$ cat src/cpuPkg.sv
package cpuPkg;

	typedef logic [31:0] wordT;
	typedef logic [4:0] regAddrT;

	//////////////////////////////
	// Instruction fields

	// Primary opcodes, bits 31:26
	typedef enum logic [5:0] {
		OpSpecial = 6'b000000,
		OpAddi    = 6'b001000,
		OpAndi    = 6'b001100,
		OpOri     = 6'b001101,
		OpLui     = 6'b001111
	} opcodeT;

	// Function codes of the special opcode, bits 5:0
	typedef enum logic [5:0] {
		FnMfhi  = 6'b010000,
		FnMthi  = 6'b010001,
		FnMflo  = 6'b010010,
		FnMtlo  = 6'b010011,
		FnMult  = 6'b011000,
		FnMultu = 6'b011001,
		FnDiv   = 6'b011010,
		FnDivu  = 6'b011011,
		FnAdd   = 6'b100000,
		FnSub   = 6'b100010,
		FnAnd   = 6'b100100,
		FnOr    = 6'b100101,
		FnSlt   = 6'b101010,
		FnSltu  = 6'b101011
	} funcT;

	//////////////////////////////
	// Unit operations

	typedef enum logic [2:0] {
		AluAdd  = 3'b000,
		AluSub  = 3'b001,
		AluOr   = 3'b010,
		AluAnd  = 3'b011,
		AluLui  = 3'b100,
		AluSlt  = 3'b101,
		AluSltu = 3'b110
	} aluOpT;

	typedef enum logic [3:0] {
		MduNone  = 4'd0,
		MduMult  = 4'd1,
		MduMultu = 4'd2,
		MduDiv   = 4'd3,
		MduDivu  = 4'd4,
		MduMfhi  = 4'd5,
		MduMflo  = 4'd6,
		MduMthi  = 4'd7,
		MduMtlo  = 4'd8
	} mduOpT;

	//////////////////////////////
	// Records

	typedef struct packed {
		aluOpT aluOp;
		logic  aluSrcImm; // Immediate replaces rt
		logic  extSigned;
		logic  regDstRd;
		logic  regWrite;
		mduOpT mduOp;
		logic  mduStart; // Multiply or divide begins
		logic  selMdu;   // Data from HI or LO
		logic  illegal;
	} ctrlT;

	typedef struct packed {
		wordT instr;
		wordT rsVal;
		wordT rtVal;
	} issueT;

	typedef struct packed {
		regAddrT regAddr;
		wordT    data;
		logic    regWrite;
		logic    illegal;
	} resultT;

endpackage

$ cat src/aluUnit.sv
module aluUnit import cpuPkg::*; (
	input  ctrlT        ctrl,
	input  logic [15:0] imm,
	input  wordT        rsVal,
	input  wordT        rtVal,
	output wordT        aluResult
);

	wordT immExt;
	wordT opB;

	//////////////////////////////
	// Operand selection

	assign immExt = ctrl.extSigned ? {{16{imm[15]}}, imm} : {16'h0000, imm};
	assign opB    = ctrl.aluSrcImm ? immExt : rtVal;

	//////////////////////////////
	// Operation

	always_comb begin
		case (ctrl.aluOp)
			AluAdd:  aluResult = rsVal + opB; // Wraps, no trap
			AluSub:  aluResult = rsVal - opB;
			AluOr:   aluResult = rsVal | opB;
			AluAnd:  aluResult = rsVal & opB;
			AluLui:  aluResult = {opB[15:0], 16'h0000};
			AluSlt: begin
				// Signed compare
				aluResult = {31'd0, $signed(rsVal) < $signed(opB)};
			end
			AluSltu: aluResult = {31'd0, rsVal < opB};
			default: aluResult = '0;
		endcase
	end

endmodule

$ cat config.mk
export PLATFORM = sky130hd
export DESIGN_NAME = aluUnit
export DESIGN_NICKNAME = d
export VERILOG_FILES = /design/src/cpuPkg.sv /design/src/aluUnit.sv
export SDC_FILE = /design/constraint.sdc
export NUM_CORES = 1
export LEC_CHECK = 0
export ABC_AREA = 1
export ABC_CLOCK_PERIOD_IN_PS = 3150
export BUFFER_PORTS_ARGS = -buffer_cell sky130_fd_sc_hd__buf_2
export CELL_PAD_IN_SITES_DETAIL_PLACEMENT = 1
export CELL_PAD_IN_SITES_GLOBAL_PLACEMENT = 1
export CORE_UTILIZATION = 42
export DETAILED_ROUTE_END_ITERATION = 16
export PLACE_DENSITY = 0.95
export SLEW_MARGIN = 20
export SYNTH_ARGS = -nofsm -noshare
export SYNTH_HDL_FRONTEND = slang
export SYNTH_SLANG_ARGS = --single-unit
$ cat constraint.sdc
create_clock -name vclk -period 3.15
set_clock_uncertainty 0.1 [all_clocks]
set_input_delay 0 -clock vclk [all_inputs]
set_output_delay 0 -clock vclk [all_outputs]
set_load 0.005 [all_outputs]
==> run metrics <==
status completed; sum of negative setup slack 0 ns; Seq cells 0; post-CTS sizing 0; Chip Height 129.0 um; routability cong. 1.005; Final Core Density 0.4764; Worst-Margin Slew 1.056 ns; grt ovf 0; Post-CTS Hold Fix Bufs 0; commonest non-fill, non-tap cells in the layout 440 x nand2_1, 304 x inv_1, 133 x nand3_1; drt drc 0; slowest CP cell ha_1; max-cap viol count 0; min Tclk post-route 3.006 ns; post-layout net count 1,661; Core Area 0.01583 sq mm; Relative slew margins 0.2953; critical-path cell list buf_2 -> inv_2 -> buf_4 -> or2_0 -> o21ai_0 -> ha_1 -> nand2_1 -> nor2_1 -> nand3_1 -> nand2_1 -> nand2_1 -> nand2_1 -> nand2_1 -> nand2_1 -> nand2_1 -> nand3_1 -> nand3_1 -> buf_2; Setup crit start ctrl[10]; CP max stage delay 0.48 ns; hold slack 0.3175 ns; Ant. Diodes 0; share of cells above drive strength 1 0.1048; Leak 4.788 nW; final clock period utilization by the worst path 0.9541; detailed-route via count 9,164; crit end category output port; antenna-violating nets left 0; Mapped Avg Cell Area 4.974 sq um; dpl hpwl 25,860 um; Hold WC Path Type input port to output port; Die W 129.0 um; postcts setup bufs 0; Unique masters post-synth 35; Post-Syn Area 0.006779 sq mm; Iter 0 DRT Violations 477; critical path class input port to output port; Area Growth Syn to Fin 11.24%; end point of the critical path aluResult[31]; vias per inst 5.497; final setup fails 0; Tot GR Track Use 0.3550; largest net degree at the start of global routing 25; first-pass GRT wire length 45,920 um; net count after synthesis 1,571; IO Port Bufs 117; most common cell after layout, fill and taps aside nand2_1; most frequent CP cell nand2_1; Seq. cell area 0 sq um; Buffers & Inverters on Critical Path 4; I/O Pins 126; synthesis warning total 0; Slew Limit Fails 0; Pwr Density 207.4 mW/mm^2; f_max 332.7 MHz; Seq/Total Area, Yosys 0; maximum VDD drop 0.00009610 V; initial antenna violation count 0; CP Launch Type input port; Hold Vio Cnt, Final 0; row count 46; Starting Density 0.4283; DR WL/cell 17.93 um; crit path max fanout 9; final WL 29,900 um; vias in the first global route 9,333; Data required, critical path 3.05 ns; critical path's top delay family simple AND/OR/NAND/NOR gates; Hold Crit Start ctrl[12]; die footprint 0.01665 sq mm; Mapped Cells 1,363; First-pass DRT Iterations 5; clkbuf count 0; CP arrival 2.91 ns; Worst path depth 18
-- cell usage after synthesis, types with 3 or more instances --
| cell | count | area [sq um] |
|---|---|---|
| nor4_1 | 3 | 18.77 |
| nand3_1 | 134 | 670.6 |
| nor3_1 | 14 | 70.07 |
| nand4_1 | 13 | 81.33 |
| a21oi_1 | 75 | 375.4 |
| o22ai_1 | 17 | 106.4 |
| clkbuf_1 | 14 | 52.55 |
| o21ai_0 | 54 | 270.3 |
| inv_1 | 304 | 1141 |
| or2_2 | 11 | 68.82 |
| nor2_1 | 101 | 379.1 |
| o21bai_1 | 8 | 60.06 |
| clkbuf_2 | 3 | 15.01 |
| o21ai_1 | 3 | 15.01 |
| or2_0 | 5 | 31.28 |
| inv_2 | 4 | 15.01 |
| ha_1 | 112 | 1401 |
| buf_2 | 20 | 100.1 |
| o2111ai_1 | 7 | 61.31 |
| nand2_1 | 440 | 1652 |
-- logic make-up (layout without fill, tap and decap cells) --
| logic type | after synthesis | after routing | synth area share |
|---|---|---|---|
| compound gates | 169 | 169 | 0.1373 |
| buf+inv | 348 | 436 | 0.1980 |
| simple gates | 730 | 730 | 0.4494 |
| fa+ha+maj | 114 | 114 | 0.2126 |
| xor+xnor | 2 | 2 | 0.002584 |
-- through the flow --
step | power (mW) | cells | setup WS [ns] | area (sq um)
after floorplan | 0.9879 | 1363 | 1.027 | 6779
after CTS | 1.528 | 1667 | 0.1923 | 7527
after global routing | 1.711 | 1667 | -0.003364 | 7541
after detailed placement | 1.522 | 1667 | 0.1997 | 7527
after global placement | 1.447 | 1667 | 0.3816 | 7527
final | 1.564 | 1667 | 0.1445 | 7541
-- report_power, final --
group | switching (mW) | internal [mW]
registers | 0 | 0
logic | 1.08 | 0.479
clock network | 0 | 0
total | 1.08 | 0.479
-- worst min-delay path by stage --
stage / to / slack, ns / depth (start not counted)
global route: aluResult[0] / 0.33 / 5
detailed placement: aluResult[0] / 0.32 / 5
global placement: aluResult[0] / 0.30 / 5
floorplan: aluResult[0] / 0.05 / 3
CTS: aluResult[0] / 0.32 / 5
finish: aluResult[0] / 0.32 / 5
-- area by class of cell --
cell class | instances | area [sq um]
fill | 2527 | 8287
inverter | 309 | 1160
multi-input combinational | 1015 | 5450
tap | 216 | 270.3
timing repair buffer | 127 | 660.6
-- layer usage --
metal / wire length, um / vias up / GRT usage
met5: 0 / - / 0
met4: 2145 / 0 / 0.2374
met3: 1651 / 103 / 0.01652
met2: 14220 / 375 / 0.6483
met1: 11880 / 4312 / 0.4020
li1: - / 4374 / -
Power figures use the tool's default switching activity.
