--- src/cpuPkg.sv ---
package cpuPkg;

	typedef logic [31:0] wordT;
	typedef logic [4:0] regAddrT;

	//////////////////////////////
	// Instruction fields

	// Primary opcodes, bits 31:26
	typedef enum logic [5:0] {
		OpSpecial = 6'b000000,
		OpAddi    = 6'b001000,
		OpAndi    = 6'b001100,
		OpOri     = 6'b001101,
		OpLui     = 6'b001111
	} opcodeT;

	// Function codes of the special opcode, bits 5:0
	typedef enum logic [5:0] {
		FnMfhi  = 6'b010000,
		FnMthi  = 6'b010001,
		FnMflo  = 6'b010010,
		FnMtlo  = 6'b010011,
		FnMult  = 6'b011000,
		FnMultu = 6'b011001,
		FnDiv   = 6'b011010,
		FnDivu  = 6'b011011,
		FnAdd   = 6'b100000,
		FnSub   = 6'b100010,
		FnAnd   = 6'b100100,
		FnOr    = 6'b100101,
		FnSlt   = 6'b101010,
		FnSltu  = 6'b101011
	} funcT;

	//////////////////////////////
	// Unit operations

	typedef enum logic [2:0] {
		AluAdd  = 3'b000,
		AluSub  = 3'b001,
		AluOr   = 3'b010,
		AluAnd  = 3'b011,
		AluLui  = 3'b100,
		AluSlt  = 3'b101,
		AluSltu = 3'b110
	} aluOpT;

	typedef enum logic [3:0] {
		MduNone  = 4'd0,
		MduMult  = 4'd1,
		MduMultu = 4'd2,
		MduDiv   = 4'd3,
		MduDivu  = 4'd4,
		MduMfhi  = 4'd5,
		MduMflo  = 4'd6,
		MduMthi  = 4'd7,
		MduMtlo  = 4'd8
	} mduOpT;

	//////////////////////////////
	// Records

	typedef struct packed {
		aluOpT aluOp;
		logic  aluSrcImm; // Immediate replaces rt
		logic  extSigned;
		logic  regDstRd;
		logic  regWrite;
		mduOpT mduOp;
		logic  mduStart; // Multiply or divide begins
		logic  selMdu;   // Data from HI or LO
		logic  illegal;
	} ctrlT;

	typedef struct packed {
		wordT instr;
		wordT rsVal;
		wordT rtVal;
	} issueT;

	typedef struct packed {
		regAddrT regAddr;
		wordT    data;
		logic    regWrite;
		logic    illegal;
	} resultT;

endpackage

--- src/resultStage.sv ---
module resultStage import cpuPkg::*; (
	input  logic    clk,
	input  logic    arstN,
	input  logic    issueValid,
	input  ctrlT    ctrl,
	input  regAddrT rtAddr,
	input  regAddrT rdAddr,
	input  wordT    aluResult,
	input  wordT    hi,
	input  wordT    lo,
	input  logic    mduBusy,
	input  logic    resultReady,
	output logic    issueReady,
	output logic    accept,
	output resultT  result,
	output logic    resultValid
);

	logic   usesMdu;
	logic   outFree;
	resultT nextRec;

	//////////////////////////////
	// Stall and acceptance

	assign usesMdu = (ctrl.mduOp != MduNone); // Starts and HI/LO moves
	assign outFree = !resultValid || resultReady;

	// Look at the instruction only while it is presented
	assign issueReady = outFree && !(issueValid && usesMdu && mduBusy);
	assign accept     = issueValid && issueReady;

	//////////////////////////////
	// Record assembly

	always_comb begin
		nextRec.regAddr  = ctrl.regDstRd ? rdAddr : rtAddr;
		nextRec.regWrite = ctrl.regWrite;
		nextRec.illegal  = ctrl.illegal;
		if (!ctrl.regWrite) begin
			nextRec.data = '0; // No write, also covers illegal
		end else if (ctrl.selMdu) begin
			nextRec.data = (ctrl.mduOp == MduMfhi) ? hi : lo;
		end else begin
			nextRec.data = aluResult;
		end
	end

	always_ff @(posedge clk or negedge arstN) begin
		if (!arstN) begin
			resultValid <= 1'b0;
		end else if (accept) begin
			resultValid <= 1'b1;
		end else if (resultReady) begin
			resultValid <= 1'b0;
		end
	end

	always_ff @(posedge clk) begin
		if (accept) begin
			result <= nextRec;
		end
	end

endmodule

--- config.mk ---
export PLATFORM = sky130hd
export DESIGN_NAME = resultStage
export DESIGN_NICKNAME = d
export VERILOG_FILES = /design/src/cpuPkg.sv /design/src/resultStage.sv
export SDC_FILE = /design/constraint.sdc
export NUM_CORES = 1
export LEC_CHECK = 0
export ABC_AREA = 1
export CORE_AREA = 10 10 77 79
export DETAILED_ROUTE_END_ITERATION = 10
export DIE_AREA = 0 0 87 89
export DONT_BUFFER_PORTS = 1
export PLACE_DENSITY_LB_ADDON = 0.25
export SYNTH_ARGS = -nofsm -noshare
export SYNTH_HDL_FRONTEND = slang
export SYNTH_SLANG_ARGS = --single-unit
--- constraint.sdc ---
create_clock -name clk -period 2.3 [get_ports clk]
set_input_delay 0.115 -clock clk [delete_from_list [all_inputs] [get_ports clk]]
set_output_delay 0.115 -clock clk [all_outputs]
set_load 0.01 [all_outputs]
==> flow_summary_export.csv <==
group,metric,value,unit
timing,clock.fmax,0.645,GHz
placed_design,port_buffers,0,
die,die_y,89,um
logic_synthesis,syn_inst,303,
worst_hold_path,hold_path_class,"in2reg",
timing,slew_viol_final,0,
timing,final-setup-viol-count,0,
setup_path,critPathCaptureType,"flip-flop",
setup_path,path_max_fanout,23,
logic_synthesis,ys_ff_latch,40,
global_routing,grt_use_met3,0.0729,
drt,vias,1932,
clock_network,cts_tree,"yes",
final_layout,fillers,424,
logic_synthesis,synth_nets,428,
final_layout,drive_above_1_share,0.0669,
die,fp-row-count,25,
power_and_ir_drop,intPower,1150,uW
power_and_ir_drop,seq_power_share,0.598,
power_and_ir_drop,leakage,0.00118,uW
logic_synthesis,synthMuxAreaShare,0.0239,
clock_network,numCtsBuffers,5,
logic_synthesis,yosysSeqAreaShare,0.507,
power_and_ir_drop,p_clk_frac,0.280,
global_routing,grt_first_pass_wirelength,9520,um
logic_synthesis,yosysUniqueCellTypes,14,
drt,first_pass_iters,4,
logic_synthesis,synth_top_family_by_area,"simple AND/OR/NAND/NOR gates",
clock_network,postCtsSetupRepairBufs,0,
power_and_ir_drop,p_sw_frac,0.254,
setup_path,r2r-start,"resultValid",
logic_synthesis,synthSimpleGateAreaFrac,0.361,
power_and_ir_drop,switchingPower,391,uW
final_layout,antenna_cells,0,
logic_synthesis,ys_warn_count,0,
power_and_ir_drop,irDropWorstVdd,0.272,mV
die,die_w,87,um
die,die_area,7740,sq um
setup_path,criticalPathCategory,"reg2reg",
final_layout,syn_to_final_growth,4.45,%
clock_network,root_buffer,"clkbuf_8",
setup_path,required,2.29,ns
global_routing,grt_max_degree,65,
setup_path,crit_start,"resultValid",
timing,period_needed,1.55,ns
placed_design,dp_hpwl,5050,um
timing,fin_crit_sh,0.674,
drt,via_per_inst,5.47,
die,pin_count,167,
clock_network,cts.sinks,40,
global_routing,grt_overflow,0,
clock_network,clockBufferDepth,2,
logic_synthesis,synth.avg_cell_area,7.79,sq um
timing,finClkSkew,0.00370,ns
final_layout,final_common_cell,"nand2_1",
setup_path,arrival,1.54,ns
die,core_area,4540,sq um
global_routing,gr-usage-met1,0.171,
logic_synthesis,synth_compound_area_frac,0,
drt,drc,0,
global_routing,grt_pass1_vias,1944,
global_routing,antenna_found_initial,0,
timing,worst_pin_slew,0.587,ns
final_layout,layout.nets,423,
global_routing,busiest_layer,"met2",
timing,grt_setup_unrepaired,"no",
drt,wire_per_inst,18.2,um
clock_network,clk_latency,0.28,ns
timing,hold_viol_final,0,
final_layout,final_cell_mix,"69 x nand2_1, 66 x nand3_1, 65 x nor2_1",
drt,ant_nets,0,
setup_path,startpoint_type,"flip-flop",
final_layout,fin_util,0.543,
placed_design,gp_congestion,0.765,
logic_synthesis,synth-xor-area-share,0,
worst_hold_path,min_from,"issueValid",
logic_synthesis,netlist_area,2360,sq um
logic_synthesis,synth_fa_ha_area_frac,0,
outcome,status,"complete, no violations",
drt,drt_iter0_markers,114,
timing,slew_headroom,0.607,
run,cap_violations,0,
power_and_ir_drop,power.density,624,nW/um^2
drt,finalWirelength,6410,um
global_routing,grt_use_total,0.156,
global_routing,grt_use_met2,0.259,
clock_network,ctsHtreeMaxLevel,2,
timing,final.setup.tns,0,ns
power_and_ir_drop,p_comb_frac,0.122,
die,start_util,0.520,
clock_network,clkTransAtPathRegs,0.07,ns
final timing paths:
check / slack [ns] / cells past startpoint / to
worst max-delay path: 0.75 / 4 / result[1]
worst min-delay path: 0.01 / 2 / resultValid
worst max register to register: 0.75 / 4 / result[1]
worst min register to register: 0.62 / 2 / resultValid
max in group asynchronous: 2.14 / 1 / resultValid
min in group asynchronous: 0.05 / 1 / resultValid
per-stage QoR:
stage                     total power, uW  hold WS, ns  worst slack (ns)  area [sq um]  instances
after global routing                 1620       0.0232             0.625          2460        353
final                                1540       0.0103             0.749          2460        353
after floorplan                      1090       -0.181             0.470          2360        303
after detailed placement             1130       -0.181             0.713          2350        342
after CTS                            1560     0.000559             0.716          2460        353
after global placement               1120       -0.181             0.739          2350        342
state kept, by name, indices dropped and copies added (netlist names):
name and count:
result 39, resultValid 1
worst max-delay path, cell delays in order, from the launching register on:
cell     delay, ns
dfrtp_1       0.43
nand2_1       0.12
nand3_1       0.11
inv_2         0.35
buf_12        0.23
cell type report:
class	count	area [sq um]	share of cell area
Timing Repair Buffer	7	72.6	0.0294
Tap cell	54	67.6	0.0274
Inverter	37	139	0.0563
Multi-Input combinational cell	207	907	0.368
Clock inverter	3	13.8	0.00558
Sequential cell	40	1200	0.485
Clock buffer	5	68.8	0.0279
cell families after synthesis:
family | Yosys count
DFF | 40
buffers and inverters | 56
and+or+nand+nor | 202
muxes | 5
layer usage:
metal,up-vias,part of all wire,wire length [um]
li1,955,-,-
met4,0,0.025,160
met2,112,0.49,3150
met3,13,0.10,667
met5,-,0,0
met1,852,0.38,2430
Yosys cell counts (all sizes together):
library cell | instances | share of area
nand2 | 70 | 0.11
clkbuf | 3 | 0.0048
buf | 16 | 0.045
edfxtp | 39 | 0.50
nor2 | 66 | 0.11
dfrtp | 1 | 0.011
inv | 37 | 0.059
mux2 | 5 | 0.024
nand3 | 66 | 0.14
power groups by stage:
stage / combinational (uW) / sequential (uW) / clock [uW]
after CTS: 191 / 922 / 448
after global placement: 181 / 937 / 0
after detailed placement: 187 / 938 / 0
after global routing: 221 / 924 / 475
final: 187 / 920 / 431
after floorplan: 168 / 925 / 0
timing repair:
action	in CTS	in global routing
hold buffers	3	0
gates resized for setup	0	0
endpoints found under the hold margin	3	0
Note: power is estimated with default switching activity, not from simulation.
