===== src/cpuPkg.sv =====
package cpuPkg;

	typedef logic [31:0] wordT;
	typedef logic [4:0] regAddrT;

	//////////////////////////////
	// Instruction fields

	// Primary opcodes, bits 31:26
	typedef enum logic [5:0] {
		OpSpecial = 6'b000000,
		OpAddi    = 6'b001000,
		OpAndi    = 6'b001100,
		OpOri     = 6'b001101,
		OpLui     = 6'b001111
	} opcodeT;

	// Function codes of the special opcode, bits 5:0
	typedef enum logic [5:0] {
		FnMfhi  = 6'b010000,
		FnMthi  = 6'b010001,
		FnMflo  = 6'b010010,
		FnMtlo  = 6'b010011,
		FnMult  = 6'b011000,
		FnMultu = 6'b011001,
		FnDiv   = 6'b011010,
		FnDivu  = 6'b011011,
		FnAdd   = 6'b100000,
		FnSub   = 6'b100010,
		FnAnd   = 6'b100100,
		FnOr    = 6'b100101,
		FnSlt   = 6'b101010,
		FnSltu  = 6'b101011
	} funcT;

	//////////////////////////////
	// Unit operations

	typedef enum logic [2:0] {
		AluAdd  = 3'b000,
		AluSub  = 3'b001,
		AluOr   = 3'b010,
		AluAnd  = 3'b011,
		AluLui  = 3'b100,
		AluSlt  = 3'b101,
		AluSltu = 3'b110
	} aluOpT;

	typedef enum logic [3:0] {
		MduNone  = 4'd0,
		MduMult  = 4'd1,
		MduMultu = 4'd2,
		MduDiv   = 4'd3,
		MduDivu  = 4'd4,
		MduMfhi  = 4'd5,
		MduMflo  = 4'd6,
		MduMthi  = 4'd7,
		MduMtlo  = 4'd8
	} mduOpT;

	//////////////////////////////
	// Records

	typedef struct packed {
		aluOpT aluOp;
		logic  aluSrcImm; // Immediate replaces rt
		logic  extSigned;
		logic  regDstRd;
		logic  regWrite;
		mduOpT mduOp;
		logic  mduStart; // Multiply or divide begins
		logic  selMdu;   // Data from HI or LO
		logic  illegal;
	} ctrlT;

	typedef struct packed {
		wordT instr;
		wordT rsVal;
		wordT rtVal;
	} issueT;

	typedef struct packed {
		regAddrT regAddr;
		wordT    data;
		logic    regWrite;
		logic    illegal;
	} resultT;

endpackage


===== src/instrDecoder.sv =====
module instrDecoder import cpuPkg::*; (
	input  wordT instr,
	output ctrlT ctrl
);

	opcodeT opcode;
	funcT   func;

	assign opcode = opcodeT'(instr[31:26]);
	assign func   = funcT'(instr[5:0]);

	always_comb begin
		// Everything off unless an instruction is recognised
		ctrl.aluOp     = AluAdd;
		ctrl.aluSrcImm = 1'b0;
		ctrl.extSigned = 1'b0;
		ctrl.regDstRd  = 1'b0;
		ctrl.regWrite  = 1'b0;
		ctrl.mduOp     = MduNone;
		ctrl.mduStart  = 1'b0;
		ctrl.selMdu    = 1'b0;
		ctrl.illegal   = 1'b0;

		case (opcode)
			OpSpecial: begin
				case (func)
					FnAdd, FnSub, FnAnd, FnOr, FnSlt, FnSltu: begin
						ctrl.regDstRd = 1'b1;
						ctrl.regWrite = 1'b1;
						case (func)
							FnSub:   ctrl.aluOp = AluSub;
							FnAnd:   ctrl.aluOp = AluAnd;
							FnOr:    ctrl.aluOp = AluOr;
							FnSlt:   ctrl.aluOp = AluSlt;
							FnSltu:  ctrl.aluOp = AluSltu;
							default: ctrl.aluOp = AluAdd;
						endcase
					end
					FnMult: begin
						ctrl.mduOp    = MduMult;
						ctrl.mduStart = 1'b1;
					end
					FnMultu: begin
						ctrl.mduOp    = MduMultu;
						ctrl.mduStart = 1'b1;
					end
					FnDiv: begin
						ctrl.mduOp    = MduDiv;
						ctrl.mduStart = 1'b1;
					end
					FnDivu: begin
						ctrl.mduOp    = MduDivu;
						ctrl.mduStart = 1'b1;
					end
					FnMfhi, FnMflo: begin
						ctrl.mduOp    = (func == FnMfhi) ? MduMfhi : MduMflo;
						ctrl.selMdu   = 1'b1;
						ctrl.regDstRd = 1'b1;
						ctrl.regWrite = 1'b1;
					end
					FnMthi:  ctrl.mduOp = MduMthi; // rs into HI
					FnMtlo:  ctrl.mduOp = MduMtlo;
					default: ctrl.illegal = 1'b1;
				endcase
			end
			OpOri: begin
				ctrl.aluOp     = AluOr;
				ctrl.aluSrcImm = 1'b1;
				ctrl.regWrite  = 1'b1;
			end
			OpAndi: begin
				ctrl.aluOp     = AluAnd;
				ctrl.aluSrcImm = 1'b1;
				ctrl.regWrite  = 1'b1;
			end
			OpAddi: begin
				ctrl.aluOp     = AluAdd;
				ctrl.aluSrcImm = 1'b1;
				ctrl.extSigned = 1'b1; // Only signed immediate form
				ctrl.regWrite  = 1'b1;
			end
			OpLui: begin
				ctrl.aluOp     = AluLui;
				ctrl.aluSrcImm = 1'b1;
				ctrl.regWrite  = 1'b1;
			end
			default: ctrl.illegal = 1'b1;
		endcase
	end

endmodule


===== config.mk =====
export PLATFORM = sky130hd
export DESIGN_NAME = instrDecoder
export DESIGN_NICKNAME = d
export VERILOG_FILES = /design/src/cpuPkg.sv /design/src/instrDecoder.sv
export SDC_FILE = /design/constraint.sdc
export NUM_CORES = 1
export LEC_CHECK = 0
export ABC_CLOCK_PERIOD_IN_PS = 1050
export BUFFER_PORTS_ARGS = -buffer_cell sky130_fd_sc_hd__buf_2
export CAP_MARGIN = 10
export CELL_PAD_IN_SITES_DETAIL_PLACEMENT = 0
export CELL_PAD_IN_SITES_GLOBAL_PLACEMENT = 1
export CORE_AREA = 2 2 46 48
export DETAILED_ROUTE_END_ITERATION = 10
export DIE_AREA = 0 0 48 50
export GPL_TIMING_DRIVEN = 0
export PLACE_DENSITY = 0.86
export SKIP_LAST_GASP = 1
export SLEW_MARGIN = 20
export SYNTH_ARGS = -nofsm -noshare
export SYNTH_HDL_FRONTEND = slang
export SYNTH_SLANG_ARGS = --single-unit

===== constraint.sdc =====
create_clock -name vclk -period 1.05
set_input_delay 0.1575 -clock vclk [all_inputs]
set_output_delay 0.1575 -clock vclk [all_outputs]
set_load 0.02 [all_outputs]

==> out/qor.csv, run 1 <==
stage,metric,value,unit
status,outcome,finished with violations,
power,p_seq_share,0,%
cells_and_area,finalNonFillerCells,102,
floorplanning,rows,16,
power,switching_share,50.4,%
hold_path,min_path_type,input port to primary output,
placement,gp_congestion,0.661,
floorplanning,start_util,17.9,%
floorplanning,io_pins,46,
sta,fin_ws,-227,ps
cells_and_area,final_core_util,38.4,%
setup_path,endpoint,ctrl[3],
logic_synthesis,ys_seq_area_share,0,%
cells_and_area,seq_cells,0,
sta,worst_pin_slew,284,ps
grt,track_usage,8.07,%
routing,drtPass1Iterations,4,
grt,grt_pass1_wl,1.53,mm
placement,dp_hpwl,830,um
logic_synthesis,synth_top_area_cell,buf_6,
cells_and_area,n_clock_buffer,0,
cells_and_area,diodes,0,
grt,top_usage_layer,met2,
setup_path,max_stage_delay,290,ps
logic_synthesis,synth_cell_types,28,
floorplanning,coreArea,1900,um^2
setup_path,cp_slowest_cell,nor3_4,
floorplanning,fp.dieW,48,um
grt,antenna_found_initial,0,
placement,io_buffers,25,
grt,first_global_vias,392,
sta,hold_viol_final,0,
routing,wl_per_cell,10.7,um
routing,wirelength,1.09,mm
power,intPower,0.102,mW
power,power.density,282,nW/um^2
grt,globalRouteOverflowTotal,0,
floorplanning,dieArea,2400,um^2
cells_and_area,regArea,0,um^2
power,power_switching,0.104,mW
setup_path,path_cells,buf_8 -> nor3_4 -> nand4_4 -> a211oi_4 -> buf_6,
logic_synthesis,synthTopCellsByArea,"buf_6 6.6%, nor2_1 6.6%, nor3_2 5.9%",
floorplanning,die_h,50,um
setup_path,worstPathArrival,1120,ps
setup_path,cp-startpoint,instr[31],
power,pwr-share-clk,0,%
cells_and_area,drive_above_1_share,72.0,%
status,violations,setup timing,
grt,grt_use_met2,16.0,%
sta,setup_tns,-1880,ps
setup_path,start_kind,input port,
power,combPwrFrac,100.0,%
setup_path,setup.worst_path.end_class,primary output,
sta,min_period,1280,ps
power,leakagePower,0.302,nW
logic_synthesis,avgSynthCellArea,7.40,um^2
logic_synthesis,yosysWarnings,0,
hold_path,hold_depth,3,
sta,setup_violations,12,
logic_synthesis,syn_area,340,um^2
setup_path,critPathTopFamily,simple AND/OR/NAND/NOR gates,
run,drv_cap,0,
grt,grt_max_degree,8,
setup_path,worstSetupPathType,input port to primary output,
setup_path,required,890,ps
setup_path,critical_path_depth,5,
sta,max_slew_margin,81.0,%
sta,finalCritPeriodShare,122,%
routing,drt-initial-drc-count,2,
routing,antenna_left,0,
grt,gr-usage-met1,9.61,%
sta,rsz0062_at_grt,true,
routing,drc,0,
cells_and_area,final_nets,109,
sta,fmaxAchievable,0.783,GHz
power,peakVddDrop,0.000120,V
routing,viasPerCell,4.47,
setup_path,worstPathMaxFanout,6,
setup_path,critPathBufInv,2,
logic_synthesis,synth_nets,78,
cells_and_area,syn_to_final_growth,115,%
placement,dp.cells,98,
sta,final-max-slew-violation-count,0,
logic_synthesis,synth_top_area_share,6.62,%
grt,grtUsageMet3,0,%
logic_synthesis,synth_cells,46,
routing,vias,456,
==> cell type report <==
class | count | area, um^2
plain buffers | 2 | 31.3
fillers | 201 | 1170
inverters | 3 | 11.3
multi-input cells | 41 | 414
well taps | 27 | 33.8
repair buffers | 29 | 240
==> worst min path at each step <==
stage	start	end	slack [ps]
final	instr[27]	ctrl[12]	630
after global routing	instr[27]	ctrl[12]	640
after CTS	instr[27]	ctrl[12]	640
after detailed placement	instr[0]	ctrl[3]	700
after global placement	instr[0]	ctrl[3]	690
after floorplan	instr[0]	ctrl[3]	370
==> layout by cell type (no fill, tap or decap), types with 2 or more instances in the layout <==
cell,n
buf_6,9
xnor2_1,2
inv_1,2
nor2b_1,3
nand2_1,3
buf_8,2
nor2_1,4
nor3_4,2
o22ai_2,2
buf_2,9
buf_4,10
and2_1,2
==> routing by layer <==
metal | part of all wire (%) | wire length, um
met4 | 0 | 0
met2 | 57 | 619
met3 | 4.9 | 53
met1 | 38 | 414
met5 | 0 | 0
==> kinds of logic (layout without fill, tap and decap cells) <==
family | count (synthesis) | after routing | synth area share (%)
AOI/OAI and AO/OA | 12 | 12 | 28.3
xor gates and xnor gates | 2 | 2 | 5.15
buffers and inverters | 5 | 34 | 9.93
muxes | 2 | 2 | 6.25
and+or+nand+nor | 25 | 25 | 50.4
==> worst min-delay path, delay by kind of cell <==
| family | cells | cell delay (ps) |
|---|---|---|
| AOI/OAI and AO/OA | 1 | 90 |
| buffers and inverters | 2 | 230 |
==> Yosys cell counts (all sizes together) (2+ instances only) <==
cell	n
and2	2
nor3	3
nor2b	4
o21ai	2
nand4	2
nand2	5
nor2	6
inv	3
nor3b	2
xnor2	2
o22ai	2
buf	2
==> what timing repair did <==
action,in CTS,in global routing
hold buffers,0,0
endpoints found under the setup margin,13,13
resized for setup,38,5
pin swaps,14,5
buffers inserted,3,1
==> per-stage QoR <==
step	worst slack [ps]	instance area [um^2]	total power, mW	hold WS (ps)
final	-227	731	0.206	632
after global routing	-299	731	0.219	640
after CTS	-212	704	0.199	635
after detailed placement	-386	547	0.150	697
after global placement	-361	547	0.147	689
after floorplan	-66.5	388	0.0928	373
==> power by group through the flow <==
stage / combinational [mW] / sequential, mW / clock, mW
after floorplan: 0.0928 / 0 / 0
after global placement: 0.147 / 0 / 0
after detailed placement: 0.150 / 0 / 0
after CTS: 0.199 / 0 / 0
after global routing: 0.219 / 0 / 0
final: 0.206 / 0 / 0
Note: power is estimated with default switching activity, not from simulation.
==> inputs of run 2 (changes only) <==
--- a/config.mk
+++ b/config.mk
@@ -6,7 +6,7 @@
 export NUM_CORES = 1
 export LEC_CHECK = 0
 export ABC_CLOCK_PERIOD_IN_PS = 1050
-export BUFFER_PORTS_ARGS = -buffer_cell sky130_fd_sc_hd__buf_2
+export BUFFER_PORTS_ARGS = -buffer_cell sky130_fd_sc_hd__buf_4
 export CAP_MARGIN = 10
 export CELL_PAD_IN_SITES_DETAIL_PLACEMENT = 0
 export CELL_PAD_IN_SITES_GLOBAL_PLACEMENT = 1
==> run 2 against run 1 <==
The flow still finishes with violations (setup timing). Flip-flop and latch count is the same. Design area grew 5.7%. Final cell count grew 0.98%. Non-clock buffer count grew 1. Critical path depth is the same. Count of clock-buffer cells in the layout is the same.
==> out/qor.csv, run 2 (synthesis gave the netlist of run 1 again) <==
stage,metric,value,unit,change
status,outcome,finished with violations,,
status,violations,setup timing,,
floorplanning,fp.dieW,48,um,unchanged
cells_and_area,diodes,0,,unchanged
setup_path,max_stage_delay,300,ps,about the same
floorplanning,start_util,17.9,%,unchanged
routing,drt-initial-drc-count,1,,-1
floorplanning,coreArea,1900,um^2,unchanged
sta,final-max-slew-violation-count,0,,unchanged
sta,fmaxAchievable,0.777,GHz,-0.70%
setup_path,worstPathArrival,1130,ps,about the same
setup_path,setup.worst_path.end_class,primary output,,
floorplanning,io_pins,46,,unchanged
routing,drc,0,,unchanged
cells_and_area,layout_commonest_cell,buf_4,,
sta,min_period,1290,ps,+9.04 ps
sta,hold_viol_final,0,,unchanged
sta,setup_tns,-2140,ps,-253 ps
setup_path,critPathBufInv,2,,unchanged
floorplanning,dieArea,2400,um^2,unchanged
power,peakVddDrop,0.000127,V,+5.9%
power,power,0.221,mW,+7.2%
cells_and_area,final_core_util,40.6,%,+2.2 points
cells_and_area,final_cell_mix,"17 x buf_4, 11 x buf_6, 4 x buf_8, 4 x nand2_1, 4 x nor2_1",,
sta,worst_pin_slew,302,ps,+17.1 ps
placement,place_area,609,um^2,+11%
routing,wl_per_cell,10.9,um,+2.7%
placement,gp_congestion,0.661,,about the same
setup_path,critPathTopFamily,simple AND/OR/NAND/NOR gates,,
grt,antenna_found_initial,0,,unchanged
routing,drtPass1Iterations,3,,-1
placement,dp_hpwl,841,um,+1.4%
sta,rsz0062_at_grt,true,,
power,leakagePower,0.312,nW,+3.4%
setup_path,path_cells,buf_8 -> nor3_4 -> nand3_4 -> o211a_1 -> buf_6,,
floorplanning,die_h,50,um,unchanged
sta,fin_ws,-237,ps,-9.04 ps
routing,wirelength,1.13,mm,+3.7%
routing,viasPerCell,4.48,,+0.11%
grt,grt_max_degree,9,,+1
grt,first_global_vias,418,,+6.6%
routing,antenna_left,0,,unchanged
sta,max_slew_margin,79.8,%,-1.1 points
setup_path,cp_slowest_cell,nor3_4,,
cells_and_area,stdcell_area,772,um^2,+5.7%
cells_and_area,seq_cells,0,,unchanged
run,drv_cap,0,,unchanged
grt,grt_pass1_wl,1.64,mm,+7.3%
sta,finalCritPeriodShare,123,%,+0.86 points
hold_path,min_path_type,input port to primary output,,
grt,track_usage,8.69,%,+0.63 points
setup_path,worstSetupPathType,input port to primary output,,
cells_and_area,drive_above_1_share,72.4,%,+0.37 points
setup_path,start_kind,input port,,
power,power.density,286,nW/um^2,+1.4%
cells_and_area,syn_to_final_growth,127,%,
routing,vias,461,,+1.1%
setup_path,required,890,ps,about the same
sta,setup_violations,13,,+1
cells_and_area,final_nets,110,,+0.92%
cells_and_area,regArea,0,um^2,unchanged
clock_tree,cts_hold_buf,0,,unchanged
cells_and_area,n_clock_buffer,0,,unchanged
setup_path,worstPathMaxFanout,5,,-1
placement,io_buffers,25,,unchanged
floorplanning,rows,16,,unchanged
grt,globalRouteOverflowTotal,0,,unchanged
-- run 2: stage by stage --
stage | instances | worst slack (ps) | hold WS [ps]
after detailed placement | 98 | -345 | 651
after floorplan | 46 | -66.5 | 373
after global routing | 103 | -279 | 638
after CTS | 102 | -236 | 625
final | 103 | -237 | 626
after global placement | 98 | -336 | 648
-- run 2: per-layer routing --
layer	track usage, %	up-vias	routed length (um)
li1	-	230	-
met1	10.0	218	448
met2	17.6	13	645
met3	0	0	34
met4	0	0	0
met5	0	-	0
-- run 2: what timing repair did --
item | CTS | global route
cloned | 0 | 0
pin swaps | 15 | 7
endpoints found under the setup margin | 13 | 14
gates resized for setup | 21 | 10
buffers inserted | 4 | 2
-- run 2: area by class of cell --
| type | count | area, um^2 |
|---|---|---|
| Fill cell | 205 | 1130 |
| Multi-Input combinational cell | 41 | 415 |
| Timing Repair Buffer | 30 | 285 |
| Tap cell | 27 | 33.8 |
| Buffer | 2 | 26.3 |
| Inverter | 3 | 11.3 |
-- run 2: power by group --
part           total [mW]  internal [mW]  switching [mW]
Sequential              0              0               0
Clock                   0              0               0
Combinational       0.221          0.116           0.105
-- run 2: path summary, 6_finish.rpt --
path	from	end	slack [ps]	cells after the start
max	instr[28]	ctrl[0]	-240	5
min	instr[0]	ctrl[3]	630	3
